$ cat src/source/trace_pkg.sv
//////////////////////////////////////////////////
// Shared types for the pipeline trace unit
// Widths, observation and record structs, register map
// and the tracker state encoding, used by scoped names
//////////////////////////////////////////////////

package trace_pkg;

    typedef logic [31:0] word_t;     // Data word, counters, AXI data
    typedef logic [7:0]  seq_t;      // Sequence number, wraps at 256
    typedef logic [31:0] stamp_t;    // Cycles since reset
    typedef logic [7:0]  reg_addr_t; // AXI4-Lite register offset

    // Payload seen on the CPU stages in one cycle
    typedef struct packed {
        word_t fetch_pc;
        word_t decode_instr;
        word_t exec_result;
        word_t mem_addr;
        word_t wb_data;
    } pipe_obs_t;

    // One retired instruction
    typedef struct packed {
        seq_t   seq;
        word_t  pc;
        word_t  instr;
        word_t  result;
        word_t  mem_addr;
        word_t  wb_data;
        stamp_t stamp;
    } trace_rec_t;

    // Index 0 is fetch, 4 is write-back
    typedef struct packed {
        logic [4:0] valid;
        seq_t [4:0] seq;
    } stage_tags_t;

    typedef enum logic {
        trk_idle,
        trk_run
    } trk_state_e;

    //////////////////////////////////////////////////
    // Register offsets
    //////////////////////////////////////////////////
    localparam reg_addr_t REG_CTRL   = 8'h00; // Bit 0 enable
    localparam reg_addr_t REG_STATUS = 8'h04; // Level 5:0, overflow 8
    localparam reg_addr_t REG_RETIRED = 8'h08;
    localparam reg_addr_t REG_STALLS = 8'h0C;
    localparam reg_addr_t REG_SEQ    = 8'h10; // Head record fields from here
    localparam reg_addr_t REG_PC     = 8'h14;
    localparam reg_addr_t REG_INSTR  = 8'h18;
    localparam reg_addr_t REG_RESULT = 8'h1C;
    localparam reg_addr_t REG_MADDR  = 8'h20;
    localparam reg_addr_t REG_WBDATA = 8'h24;
    localparam reg_addr_t REG_STAMP  = 8'h28;
    localparam reg_addr_t REG_POP    = 8'h2C; // Write only

endpackage

$ cat src/source/stage_tag_tracker.sv
//////////////////////////////////////////////////
// Follows each instruction through the five CPU stages
// Numbers are handed out at fetch while running and
// shifted down under the CPU stall rule
//////////////////////////////////////////////////
`timescale 1ns/10ps

module stage_tag_tracker (
    input  logic                   clk,
    input  logic                   rst_n,
    input  logic                   enable,  // From control register
    input  logic                   stall,   // CPU stall, holds fetch and decode
    output trace_pkg::stage_tags_t tags
);

    trace_pkg::trk_state_e state;
    trace_pkg::seq_t       next_seq; // Number for the next fetch
    logic                  run;

    assign run = (state == trace_pkg::trk_run);

    // Run while enabled, otherwise let the stages drain
    always_ff @(posedge clk) begin
        if (!rst_n) begin
            state <= trace_pkg::trk_idle;
        end else begin
            case (state)
                trace_pkg::trk_idle: if (enable)  state <= trace_pkg::trk_run;
                trace_pkg::trk_run:  if (!enable) state <= trace_pkg::trk_idle;
                default:                          state <= trace_pkg::trk_idle;
            endcase
        end
    end

    //////////////////////////////////////////////////
    // Stage shift
    //////////////////////////////////////////////////
    always_ff @(posedge clk) begin
        if (!rst_n) begin
            tags     <= '0;
            next_seq <= '0;
        end else begin
            if (!stall) begin
                tags.valid[0]   <= run;            // New fetch only when running
                tags.seq[0]     <= next_seq;
                tags.valid[2:1] <= tags.valid[1:0];
                tags.seq[2:1]   <= tags.seq[1:0];
                if (run) begin
                    next_seq <= next_seq + 1'b1;
                end
            end else begin
                // Fetch and decode hold, execute gets a bubble
                tags.valid[2] <= 1'b0;
            end
            tags.valid[4:3] <= tags.valid[3:2];    // Memory and WB always move
            tags.seq[4:3]   <= tags.seq[3:2];
        end
    end

    // Stalled front stages keep the same instructions across the next edge
    a_front_hold: assert property (@(posedge clk) disable iff (!rst_n)
        stall |=> $stable(tags.valid[1:0]) && $stable(tags.seq[1:0]));

endmodule

$ cat src/source/trace_record_table.sv
//////////////////////////////////////////////////
// Builds one trace record per in-flight instruction
// Each stage writes its field while its tag is valid,
// write-back completes the record and pushes it out
//////////////////////////////////////////////////
`timescale 1ns/10ps

module trace_record_table #(
    parameter int TABLE_DEPTH = 8
) (
    input  logic                   clk,
    input  logic                   rst_n,
    input  trace_pkg::stage_tags_t tags,
    input  trace_pkg::pipe_obs_t   obs,
    output trace_pkg::trace_rec_t  rec,      // Finished record
    output logic                   rec_push  // One-cycle push strobe
);

    localparam int IDX_W = $clog2(TABLE_DEPTH);

    trace_pkg::trace_rec_t part [TABLE_DEPTH]; // Partial records by low seq bits
    trace_pkg::stamp_t     cycle_cnt;          // Free-running since reset
    logic [IDX_W-1:0]      idx [5];            // Table slot per stage

    always_comb begin
        for (int s = 0; s < 5; s++) begin
            idx[s] = tags.seq[s][IDX_W-1:0];
        end
    end

    //////////////////////////////////////////////////
    // Field capture, one stage per field
    //////////////////////////////////////////////////
    always_ff @(posedge clk) begin
        if (tags.valid[0]) begin
            part[idx[0]].seq <= tags.seq[0];
            part[idx[0]].pc  <= obs.fetch_pc; // Rewritten while fetch is stalled
        end
        if (tags.valid[1]) begin
            part[idx[1]].instr <= obs.decode_instr;
        end
        if (tags.valid[2]) begin
            part[idx[2]].result <= obs.exec_result;
        end
        if (tags.valid[3]) begin
            part[idx[3]].mem_addr <= obs.mem_addr;
        end
    end

    // Retirement, WB data and stamp come from this cycle
    always_ff @(posedge clk) begin
        if (tags.valid[4]) begin
            rec         <= part[idx[4]];
            rec.wb_data <= obs.wb_data;
            rec.stamp   <= cycle_cnt;
        end
    end

    always_ff @(posedge clk) begin
        if (!rst_n) begin
            rec_push  <= 1'b0;
            cycle_cnt <= '0;
        end else begin
            rec_push  <= tags.valid[4];
            cycle_cnt <= cycle_cnt + 1'b1;
        end
    end

    // Oldest and youngest in flight must not share a slot
    a_table_room: assert property (@(posedge clk) disable iff (!rst_n)
        tags.valid[0] && tags.valid[4] |->
            trace_pkg::seq_t'(tags.seq[0] - tags.seq[4]) < TABLE_DEPTH);

endmodule

$ cat src/source/trace_fifo.sv
//////////////////////////////////////////////////
// Circular buffer of finished trace records
// Head is visible without popping, full drops pushes
//////////////////////////////////////////////////
`timescale 1ns/10ps

module trace_fifo #(
    parameter int FIFO_DEPTH = 16
) (
    input  logic                  clk,
    input  logic                  rst_n,
    input  trace_pkg::trace_rec_t rec,
    input  logic                  push,
    input  logic                  pop,
    output trace_pkg::trace_rec_t head,     // Oldest record
    output logic [5:0]            level,    // Records stored
    output logic                  overflow  // Sticky until reset
);

    localparam int PTR_W = $clog2(FIFO_DEPTH);

    trace_pkg::trace_rec_t mem [FIFO_DEPTH];
    logic [PTR_W-1:0]      wr_ptr;
    logic [PTR_W-1:0]      rd_ptr;
    logic                  full;
    logic                  do_push;
    logic                  do_pop;

    assign full    = (level == 6'(FIFO_DEPTH));
    assign do_push = push && !full;
    assign do_pop  = pop && (level != '0); // Empty pop ignored
    assign head    = mem[rd_ptr];

    always_ff @(posedge clk) begin
        if (do_push) begin
            mem[wr_ptr] <= rec;
        end
    end

    //////////////////////////////////////////////////
    // Pointers and fill level
    //////////////////////////////////////////////////
    always_ff @(posedge clk) begin
        if (!rst_n) begin
            wr_ptr   <= '0;
            rd_ptr   <= '0;
            level    <= '0;
            overflow <= 1'b0;
        end else begin
            if (do_push) wr_ptr <= wr_ptr + 1'b1; // Wraps at depth
            if (do_pop)  rd_ptr <= rd_ptr + 1'b1;
            case ({do_push, do_pop})
                2'b10:   level <= level + 1'b1;
                2'b01:   level <= level - 1'b1;
                default: level <= level;
            endcase
            if (push && full) begin
                overflow <= 1'b1;  // Record lost
            end
        end
    end

    a_level_cap: assert property (@(posedge clk) disable iff (!rst_n)
        level <= 6'(FIFO_DEPTH));

endmodule

$ cat src/source/trace_axil_regs.sv
//////////////////////////////////////////////////
// AXI4-Lite register block of the trace unit
// Control, status, counters, head record and pop command
//////////////////////////////////////////////////
`timescale 1ns/10ps

module trace_axil_regs (
    input  logic                      clk,
    input  logic                      rst_n,
    // AXI4-Lite slave
    input  trace_pkg::reg_addr_t      s_axil_awaddr,
    input  logic                      s_axil_awvalid,
    output logic                      s_axil_awready,
    input  trace_pkg::word_t          s_axil_wdata,
    input  logic [3:0]                s_axil_wstrb,
    input  logic                      s_axil_wvalid,
    output logic                      s_axil_wready,
    output logic [1:0]                s_axil_bresp,
    output logic                      s_axil_bvalid,
    input  logic                      s_axil_bready,
    input  trace_pkg::reg_addr_t      s_axil_araddr,
    input  logic                      s_axil_arvalid,
    output logic                      s_axil_arready,
    output trace_pkg::word_t          s_axil_rdata,
    output logic [1:0]                s_axil_rresp,
    output logic                      s_axil_rvalid,
    input  logic                      s_axil_rready,
    // Trace side
    input  trace_pkg::trace_rec_t     head,
    input  logic [5:0]                level,
    input  logic                      overflow,
    input  logic                      rec_push,
    input  logic                      stall,
    output logic                      enable,
    output logic                      pop
);

    localparam logic [1:0] RESP_OKAY   = 2'b00;
    localparam logic [1:0] RESP_SLVERR = 2'b10;

    trace_pkg::reg_addr_t aw_addr_q;  // Address held until the data arrives
    trace_pkg::word_t     wdata_q;
    logic [3:0]           wstrb_q;
    logic                 aw_got, w_got;
    logic                 aw_done, w_done, do_write;
    logic                 bvalid_nxt, rvalid_nxt;
    trace_pkg::reg_addr_t wr_addr;
    trace_pkg::word_t     wr_data;
    logic [3:0]           wr_strb;
    trace_pkg::word_t     retired_cnt;
    trace_pkg::word_t     stall_cnt;
    trace_pkg::word_t     rd_word;
    logic                 rd_ok;

    //////////////////////////////////////////////////
    // Write channel
    //////////////////////////////////////////////////
    assign aw_done  = aw_got || (s_axil_awvalid && s_axil_awready);
    assign w_done   = w_got || (s_axil_wvalid && s_axil_wready);
    assign do_write = aw_done && w_done;
    assign wr_addr  = aw_got ? aw_addr_q : s_axil_awaddr;
    assign wr_data  = w_got ? wdata_q : s_axil_wdata;
    assign wr_strb  = w_got ? wstrb_q : s_axil_wstrb;
    assign bvalid_nxt = do_write || (s_axil_bvalid && !s_axil_bready);

    always_ff @(posedge clk) begin
        if (s_axil_awvalid && s_axil_awready) aw_addr_q <= s_axil_awaddr;
        if (s_axil_wvalid && s_axil_wready) begin
            wdata_q <= s_axil_wdata;
            wstrb_q <= s_axil_wstrb;
        end
    end

    always_ff @(posedge clk) begin
        if (!rst_n) begin
            aw_got         <= 1'b0;
            w_got          <= 1'b0;
            s_axil_awready <= 1'b0;
            s_axil_wready  <= 1'b0;
            s_axil_bvalid  <= 1'b0;
            s_axil_bresp   <= RESP_OKAY;
            enable         <= 1'b0;
            pop            <= 1'b0;
        end else begin
            aw_got         <= aw_done && !do_write;
            w_got          <= w_done && !do_write;
            s_axil_awready <= !bvalid_nxt && !(aw_done && !do_write); // Closed while busy
            s_axil_wready  <= !bvalid_nxt && !(w_done && !do_write);
            s_axil_bvalid  <= bvalid_nxt;
            pop            <= do_write && (wr_addr == trace_pkg::REG_POP); // One pulse
            if (do_write) begin
                s_axil_bresp <= RESP_OKAY;
                case (wr_addr)
                    trace_pkg::REG_CTRL: if (wr_strb[0]) enable <= wr_data[0];
                    trace_pkg::REG_STATUS, trace_pkg::REG_RETIRED,
                    trace_pkg::REG_STALLS, trace_pkg::REG_POP: ;  // No effect here
                    default: if (wr_addr > trace_pkg::REG_STAMP ||
                                 wr_addr < trace_pkg::REG_SEQ) begin
                        s_axil_bresp <= RESP_SLVERR;
                    end
                endcase
            end
        end
    end

    // Event counters
    always_ff @(posedge clk) begin
        if (!rst_n) begin
            retired_cnt <= '0;
            stall_cnt   <= '0;
        end else begin
            if (rec_push)          retired_cnt <= retired_cnt + 1'b1;
            if (stall && enable)   stall_cnt   <= stall_cnt + 1'b1;
        end
    end

    //////////////////////////////////////////////////
    // Read channel
    //////////////////////////////////////////////////
    always_comb begin
        rd_ok = 1'b1;
        case (s_axil_araddr)
            trace_pkg::REG_CTRL:    rd_word = {31'b0, enable};
            trace_pkg::REG_STATUS:  rd_word = {23'b0, overflow, 2'b0, level};
            trace_pkg::REG_RETIRED: rd_word = retired_cnt;
            trace_pkg::REG_STALLS:  rd_word = stall_cnt;
            trace_pkg::REG_SEQ:     rd_word = {24'b0, head.seq};
            trace_pkg::REG_PC:      rd_word = head.pc;
            trace_pkg::REG_INSTR:   rd_word = head.instr;
            trace_pkg::REG_RESULT:  rd_word = head.result;
            trace_pkg::REG_MADDR:   rd_word = head.mem_addr;
            trace_pkg::REG_WBDATA:  rd_word = head.wb_data;
            trace_pkg::REG_STAMP:   rd_word = head.stamp;
            trace_pkg::REG_POP:     rd_word = '0;    // Reads as zero
            default: begin
                rd_word = '0;
                rd_ok   = 1'b0;
            end
        endcase
    end

    assign rvalid_nxt = (s_axil_arvalid && s_axil_arready) ||
                        (s_axil_rvalid && !s_axil_rready);

    always_ff @(posedge clk) begin
        if (!rst_n) begin
            s_axil_arready <= 1'b0;
            s_axil_rvalid  <= 1'b0;
            s_axil_rresp   <= RESP_OKAY;
            s_axil_rdata   <= '0;
        end else begin
            s_axil_arready <= !rvalid_nxt;  // One read outstanding
            s_axil_rvalid  <= rvalid_nxt;
            if (s_axil_arvalid && s_axil_arready) begin
                s_axil_rdata <= rd_word;
                s_axil_rresp <= rd_ok ? RESP_OKAY : RESP_SLVERR;
            end
        end
    end

    a_rvalid_hold: assert property (@(posedge clk) disable iff (!rst_n)
        s_axil_rvalid && !s_axil_rready |=> s_axil_rvalid && $stable(s_axil_rdata));

endmodule

$ cat src/source/trace_unit_top.sv
//////////////////////////////////////////////////
// Pipeline trace unit top level
// Tracker, record table, record FIFO and AXI4-Lite registers
//////////////////////////////////////////////////
`timescale 1ns/10ps

module trace_unit_top #(
    parameter int TABLE_DEPTH = 8,   // Power of two, at least 8
    parameter int FIFO_DEPTH  = 16   // Power of two, at most 32
) (
    input  logic                 clk,
    input  logic                 rst_n,
    input  trace_pkg::pipe_obs_t obs,
    input  logic                 stall,
    input  trace_pkg::reg_addr_t s_axil_awaddr,
    input  logic                 s_axil_awvalid,
    output logic                 s_axil_awready,
    input  trace_pkg::word_t     s_axil_wdata,
    input  logic [3:0]           s_axil_wstrb,
    input  logic                 s_axil_wvalid,
    output logic                 s_axil_wready,
    output logic [1:0]           s_axil_bresp,
    output logic                 s_axil_bvalid,
    input  logic                 s_axil_bready,
    input  trace_pkg::reg_addr_t s_axil_araddr,
    input  logic                 s_axil_arvalid,
    output logic                 s_axil_arready,
    output trace_pkg::word_t     s_axil_rdata,
    output logic [1:0]           s_axil_rresp,
    output logic                 s_axil_rvalid,
    input  logic                 s_axil_rready
);

    trace_pkg::stage_tags_t tags;
    trace_pkg::trace_rec_t  rec, head;
    logic                   rec_push, pop, enable, overflow;
    logic [5:0]             level;

    stage_tag_tracker u_tracker (
        .clk, .rst_n, .enable, .stall, .tags
    );

    trace_record_table #(.TABLE_DEPTH(TABLE_DEPTH)) u_table (
        .clk, .rst_n, .tags, .obs, .rec, .rec_push
    );

    trace_fifo #(.FIFO_DEPTH(FIFO_DEPTH)) u_fifo (
        .clk, .rst_n, .rec, .push(rec_push), .pop, .head, .level, .overflow
    );

    trace_axil_regs u_regs (
        .clk, .rst_n,
        .s_axil_awaddr, .s_axil_awvalid, .s_axil_awready,
        .s_axil_wdata, .s_axil_wstrb, .s_axil_wvalid, .s_axil_wready,
        .s_axil_bresp, .s_axil_bvalid, .s_axil_bready,
        .s_axil_araddr, .s_axil_arvalid, .s_axil_arready,
        .s_axil_rdata, .s_axil_rresp, .s_axil_rvalid, .s_axil_rready,
        .head, .level, .overflow, .rec_push, .stall, .enable, .pop
    );

endmodule

$ cat config.mk
export PLATFORM = sky130hd
export DESIGN_NAME = trace_unit_top
export DESIGN_NICKNAME = d
export VERILOG_FILES = /design/src/source/trace_pkg.sv /design/src/source/stage_tag_tracker.sv /design/src/source/trace_record_table.sv /design/src/source/trace_fifo.sv /design/src/source/trace_axil_regs.sv /design/src/source/trace_unit_top.sv
export SDC_FILE = /design/constraint.sdc
export NUM_CORES = 2
export LEC_CHECK = 0
export ABC_AREA = 1
export BUFFER_PORTS_ARGS = -buffer_cell sky130_fd_sc_hd__buf_2
export CORE_UTILIZATION = 27
export CTS_CLUSTER_DIAMETER = 30
export DETAILED_ROUTE_END_ITERATION = 16
export PLACE_DENSITY = 0.4
export SLEW_MARGIN = 5
export SYNTH_ARGS = -nofsm -noshare
export SYNTH_HDL_FRONTEND = slang
export SYNTH_HIERARCHICAL = 1
export SYNTH_MEMORY_MAX_BITS = 65536
export SYNTH_SLANG_ARGS = --single-unit
$ cat constraint.sdc
create_clock -name clk -period 16.2 [get_ports clk]
set_clock_uncertainty 0.1 [all_clocks]
set_input_delay 1.62 -clock clk [delete_from_list [all_inputs] [get_ports clk]]
set_output_delay 1.62 -clock clk [all_outputs]
set_load 0.1 [all_outputs]
# --- Word level (Yosys, flattened, before mapping) ---
# Memory sizes are Yosys's and may differ from the RTL's. A register that Yosys moved wholly into a read port is not among the register bits.
# Cells that the tools add are included.
word_totals:
  input_bits: 220
  n_memories: 2
  ram_bits: 4288
  regBits: 265
  output_inout_bits: 41
memory_table:
  columns: ["name", "words", "width", "read_ports", "rd_ports_with_merged_regs", "write_ports", "line", "text"]
  rows:
  - ["u_fifo.mem", 16, 200, 1, 1, 1, "trace_fifo.sv:22", "trace_pkg::trace_rec_t mem [FIFO_DEPTH];"]
  - ["u_table.part", 8, 136, 1, 1, 4, "trace_record_table.sv:21", "trace_pkg::trace_rec_t part [TABLE_DEPTH];"]
op_classes:
  n_eq_ne: 18
  n_bitwise: 2
  muxes: 22
  n_lt_le_gt_ge: 2
  n_reduce_logical: 37
  n_addsub: 8
ops:
  columns: ["op", "n"]
  rows:
  - ["32-bit one-hot mux with 11 select lines", 1]
  - ["32-bit by 1-bit adder with 32-bit output (second input constant)", 3]
  - ["8-bit by 6-bit equality test with 1-bit output (second input constant)", 5]
  - ["8-bit by 4-bit equality test with 1-bit output (second input constant)", 4]
  - ["8-bit by 5-bit equality test with 1-bit output (second input constant)", 4]
  - ["8-bit by 3-bit equality test with 1-bit output (second input constant)", 2]
  - ["8-bit zero test", 2]
  - ["1-bit logical AND", 15]
  - ["1-bit 2-to-1 mux", 14]
  - ["6-bit one-hot mux with 2 select lines", 1]
  - ["12-bit OR reduction", 1]
  - ["4-bit by 1-bit adder with 4-bit output (second input constant)", 2]
  - ["8-bit by 1-bit adder with 8-bit output (second input constant)", 1]
  - ["8-bit by 6-bit > comparator with 1-bit output (second input constant)", 1]
  - ["1-bit zero test", 8]
  - ["8-bit by 5-bit less-than comparator with 1-bit output (second input constant)", 1]
  - ["4-bit 2-to-1 mux", 2]
  - ["8-bit 2-to-1 mux", 1]
  - ["6-bit by 1-bit adder with 6-bit output (second input constant)", 1]
  - ["6-bit by 5-bit equality test with 1-bit output (second input constant)", 1]
  - ["2-bit 2-to-1 mux", 3]
  - ["6-bit nonzero test", 1]
  - ["6-bit by 1-bit subtractor with 6-bit output (second input constant)", 1]
  - ["1-bit logical OR", 5]
  - ["8 further kinds", 9]

# --- Depth between registers and ports, before layout ---
depth:
  depth_word: 7
  mapped_depth: 18
  depth_no_buf: 14

# --- Cells and area by module ---
# Netlist, hierarchy kept.
by_module_without_submodules:
  columns: ["module", "seq_area_each_um2", "cells_per_inst", "n_inst", "area_per_inst_um2"]
  rows:
  - ["trace_fifo", 96472.5, 8732, 1, 123837.5]
  - ["trace_record_table", 39337.7, 3859, 1, 50168.1]
  - ["trace_axil_regs", 2442.3, 1307, 1, 7759.9]
  - ["stage_tag_tracker", 1081.0, 214, 1, 1864.3]

# --- Worst setup path after synthesis ---
# OpenSTA, ideal clock, no wires.
synth_path:
  kind: "register -> register"
  from: "register u_fifo.level[1]"
  to: "memory u_fifo/mem[11][0] in the netlist's numbering, enable pin"
  arrival_ns: 9.252
  stages_incl_launch_ff: 7
  path_slack_ns: 6.084
  period_less_slack_ns: 10.116
  path_cell_list: "dfxtp_1 nor2_1 nand3_1 nand2_1 inv_1 nand2_1 nor2_1"
synth_via:
  elab_chain_len: 5
synth_lines:
  columns: ["element", "line", "text"]
  rows:
  - ["start: declaration", "trace_fifo.sv:16", "output logic [5:0] level,"]
  - ["start signal: assignment", "trace_fifo.sv:53", "2'b10: level <= level + 1'b1;"]
  - ["start signal: assignment", "trace_fifo.sv:54", "2'b01: level <= level - 1'b1;"]
  - ["start signal: assignment", "trace_fifo.sv:55", "default: level <= level;"]
  - ["6-bit by 5-bit equality test with 1-bit output", "trace_fifo.sv:29", "assign full = (level == 6'(FIFO_DEPTH));"]
  - ["1-bit zero test", "trace_fifo.sv:30", "assign do_push = push && !full;"]
  - ["1-bit logical AND", "trace_fifo.sv:30", null]
  - ["1-bit 2-to-1 mux", "trace_fifo.sv:35", "if (do_push) begin"]
  - ["1-bit 2-to-1 mux (not written as such)", "trace_fifo.sv:36", "mem[wr_ptr] <= rec;"]
  - ["end: declaration", "trace_fifo.sv:22", null]
# Every way passes these cells.

==> flow_summary.toml <==
[grt]
antenna_found_initial = 139
globalRoute.totalOverflow = 0
track_usage = 0.177
first_global_vias = 116000
grt_start_max_net_pins = 173
grt_pass1_wl_um = 872000

[floorplanning]
num_io_pins = 261
die_width_um = 825
floorplan.initialDensity = 0.271
design.die.area_um2 = 681000
die_h_um = 825
fp-row-count = 302
design.core.area_um2 = 676000

[logic_synthesis]
synth_cells = 14100
mappedNetlistArea_um2 = 183000
yosysWarningCount = 6
syn-mean-instance-area_um2 = 13.0

[cts]
worst_skew_pair.late_latency_ns = 1.18
post_cts_buffers = 0
cts-buffers-inserted = 1198
postCtsResizedCells = 0
ctsRootBufferMaster = "sky130_fd_sc_hd__clkbuf_16"
clock_tree.htree_level_count = 7
cts_num_sinks = 4691
max-clock-path-buffers = 5
cts_tree = "built"
hold_bufs_at_cts = 0
clkTransAtPathRegs_ns = 0.04

[hold_path]
worstHoldPathType = "reg2reg"

[pwr]
pwr-share-clk = 0.625
ir_worst_vdd_mv = 0.151
cellLeakagePower_nw = 78.9
cell_internal_pwr_mw = 29.0
power.share.sequential = 0.366
powerDensity_nw_per_um2 = 156
switching_share = 0.199
power.combinational.fraction = 0.009
netSwitchingPower_mw = 7.19

[timing]
final_critical_path_setup_slack_ns = 9.65
fin_setup_tns_ns = 0
timing_max_transition_violations_final = 0
worst_slew_pin_slew_ns = 1.24
report.final.hold_viol_count = 0
grt_setup_unrepaired = "no"
setup_viol = 0
timing.final.crit_period_ns = 6.55
clock.fmax_mhz = 153
min_period_over_period = 0.404
timing.max_slew.rel_slack = 0.166

[worst_setup_path]
critPathLaunchType = "flip-flop"
cp_slowest_stage_delay_ns = 0.88
cp_slowest_cell = "sky130_fd_sc_hd__dfxtp_4"
kind_of_end_point_of_the_critical_path = "flip-flop"
timing.critical_path.max_delay_family = "buffers and inverters"
crit_arrival_ns = 7.48
critical_path_required_ns = 17.13
combined_buffer_and_inverter_count_along_the_critical_path = 5
path_class = "reg2reg"
critical-path-top-cell-by-count = "sky130_fd_sc_hd__buf_4"
crit_path_cell_trace = "buf_4 > buf_4 > buf_4 > buf_4 > buf_4 > o21ai_0 > o22ai_1 > nor2_1 > o22ai_1 > nand2_1 > nand2_1 > nor2_1 > nand2_1 > nand2_1 > a21oi_1"
critical_path.max_fanout = 64

[detailed_routing]
number_of_vias_per_cell_after_detailed_routing = 4.83
drt_iter0_drc = 9385
totalWireLength_um = 619000
detail_route.first_pass.iterations = 5
remaining_drc_errors = 0
final_antenna_net_count = 0
vias = 119000
route.detailed.wl_per_inst_um = 25.1

[run_status]
status = "completed"

[placement]
preCtsSetupSlack_ns = 9.65
place.gp.congestion = 0.776
port_buffer_count = 224
hpwl_um = 328000

[final_layout]
final_layout_size_suffix_gt1_frac = 0.148
sequential_standard_cell_area_um2 = 139000
multi_input_comb_area_um2 = 39500
final_nets = 15000
area_delta_synth_final_pct = 26.8
n_fill_cell = 65900
mostFrequentLayoutCells = "sky130_fd_sc_hd__edfxtp_1, sky130_fd_sc_hd__nor2_1, sky130_fd_sc_hd__o21ai_0, sky130_fd_sc_hd__clkbuf_16, sky130_fd_sc_hd__nand2_1"
layout.cells.most_common = "sky130_fd_sc_hd__edfxtp_1"

[run]
cap_viol_max_count = 0
==> worst reg2reg max path: stages (launching register included) <==
cell and delay (ns):
sky130_fd_sc_hd__dfxtp_4 0.88, sky130_fd_sc_hd__buf_4 0.70, sky130_fd_sc_hd__buf_4 0.65, sky130_fd_sc_hd__buf_4 0.72, sky130_fd_sc_hd__buf_4 0.57, sky130_fd_sc_hd__buf_4 0.69, sky130_fd_sc_hd__o21ai_0 0.20, sky130_fd_sc_hd__o22ai_1 0.24
sky130_fd_sc_hd__nor2_1 0.07, sky130_fd_sc_hd__o22ai_1 0.73, sky130_fd_sc_hd__nand2_1 0.15, sky130_fd_sc_hd__nand2_1 0.36, sky130_fd_sc_hd__nor2_1 0.09, sky130_fd_sc_hd__nand2_1 0.08, sky130_fd_sc_hd__nand2_1 0.05, sky130_fd_sc_hd__a21oi_1 0.13
==> final timing paths <==
kind | cells after the start | from | endpoint | slack [ns]
setup reg to reg | 15 | flip-flop | u_regs/s_axil_rdata[12] | 9.65
hold / removal | 2 | u_tracker/tags[43] | u_tracker/tags[44] | 0.33
hold reg to reg | 2 | u_tracker/tags[43] | u_tracker/tags[44] | 0.33
setup / recovery | 15 | flip-flop | u_regs/s_axil_rdata[12] | 9.65
==> layout make-up <==
class                      instances  area share
sequential                      4691       0.599
multi-input combinational       8224       0.170
clock inverter                   669      0.0299
timing repair buffer             476      0.0143
inverter                         199     0.00347
antenna                           23    0.000248
clock buffer                    1401       0.135
tap                             8968      0.0483
==> routing by layer <==
layer  global-route usage  wire (um)  vias up  part of all wire
met5                    0        272        -           0.00044
met4               0.0588      15900       42             0.026
met3               0.0379      37000     1187             0.060
met2                0.272     278000     3561              0.45
met1                0.250     288000    60600              0.47
li1                     -          -    53800                 -
==> state kept, by name, indices dropped and copies added, names as in the netlist, 25 cells and up, named ones only <==
signal and flops:
u_fifo/mem 3200, u_table/part 1088, u_table/rec 200, u_regs/retired_cnt 32, u_regs/s_axil_rdata 32, u_regs/stall_cnt 32
u_table/cycle_cnt 32, u_tracker/tags 25
==> through the flow <==
step / hold slack, ns / total power, mW / util / instances / area [um2]
after floorplan: 0.327 / 13.6 / - / 14100 / 183000
after global placement: 0.334 / 13.8 / 0.287 / 22600 / 194000
after detailed placement: 0.341 / 13.8 / 0.287 / 22600 / 194000
after CTS: 0.328 / 36.6 / 0.343 / 24600 / 232000
after global routing: 0.354 / 37.2 / 0.343 / 24600 / 232000
final: 0.335 / 36.2 / 0.343 / 24700 / 232000
==> power by group through the flow <==
stage	Sequential [mW]	Clock (mW)	Combinational [mW]
after floorplan	13.4	0	0.139
after global placement	13.4	0	0.336
after detailed placement	13.4	0	0.335
after CTS	13.2	23.0	0.336
after global routing	13.2	23.6	0.362
final	13.2	22.6	0.331
Note: power is estimated with default switching activity, not from simulation.
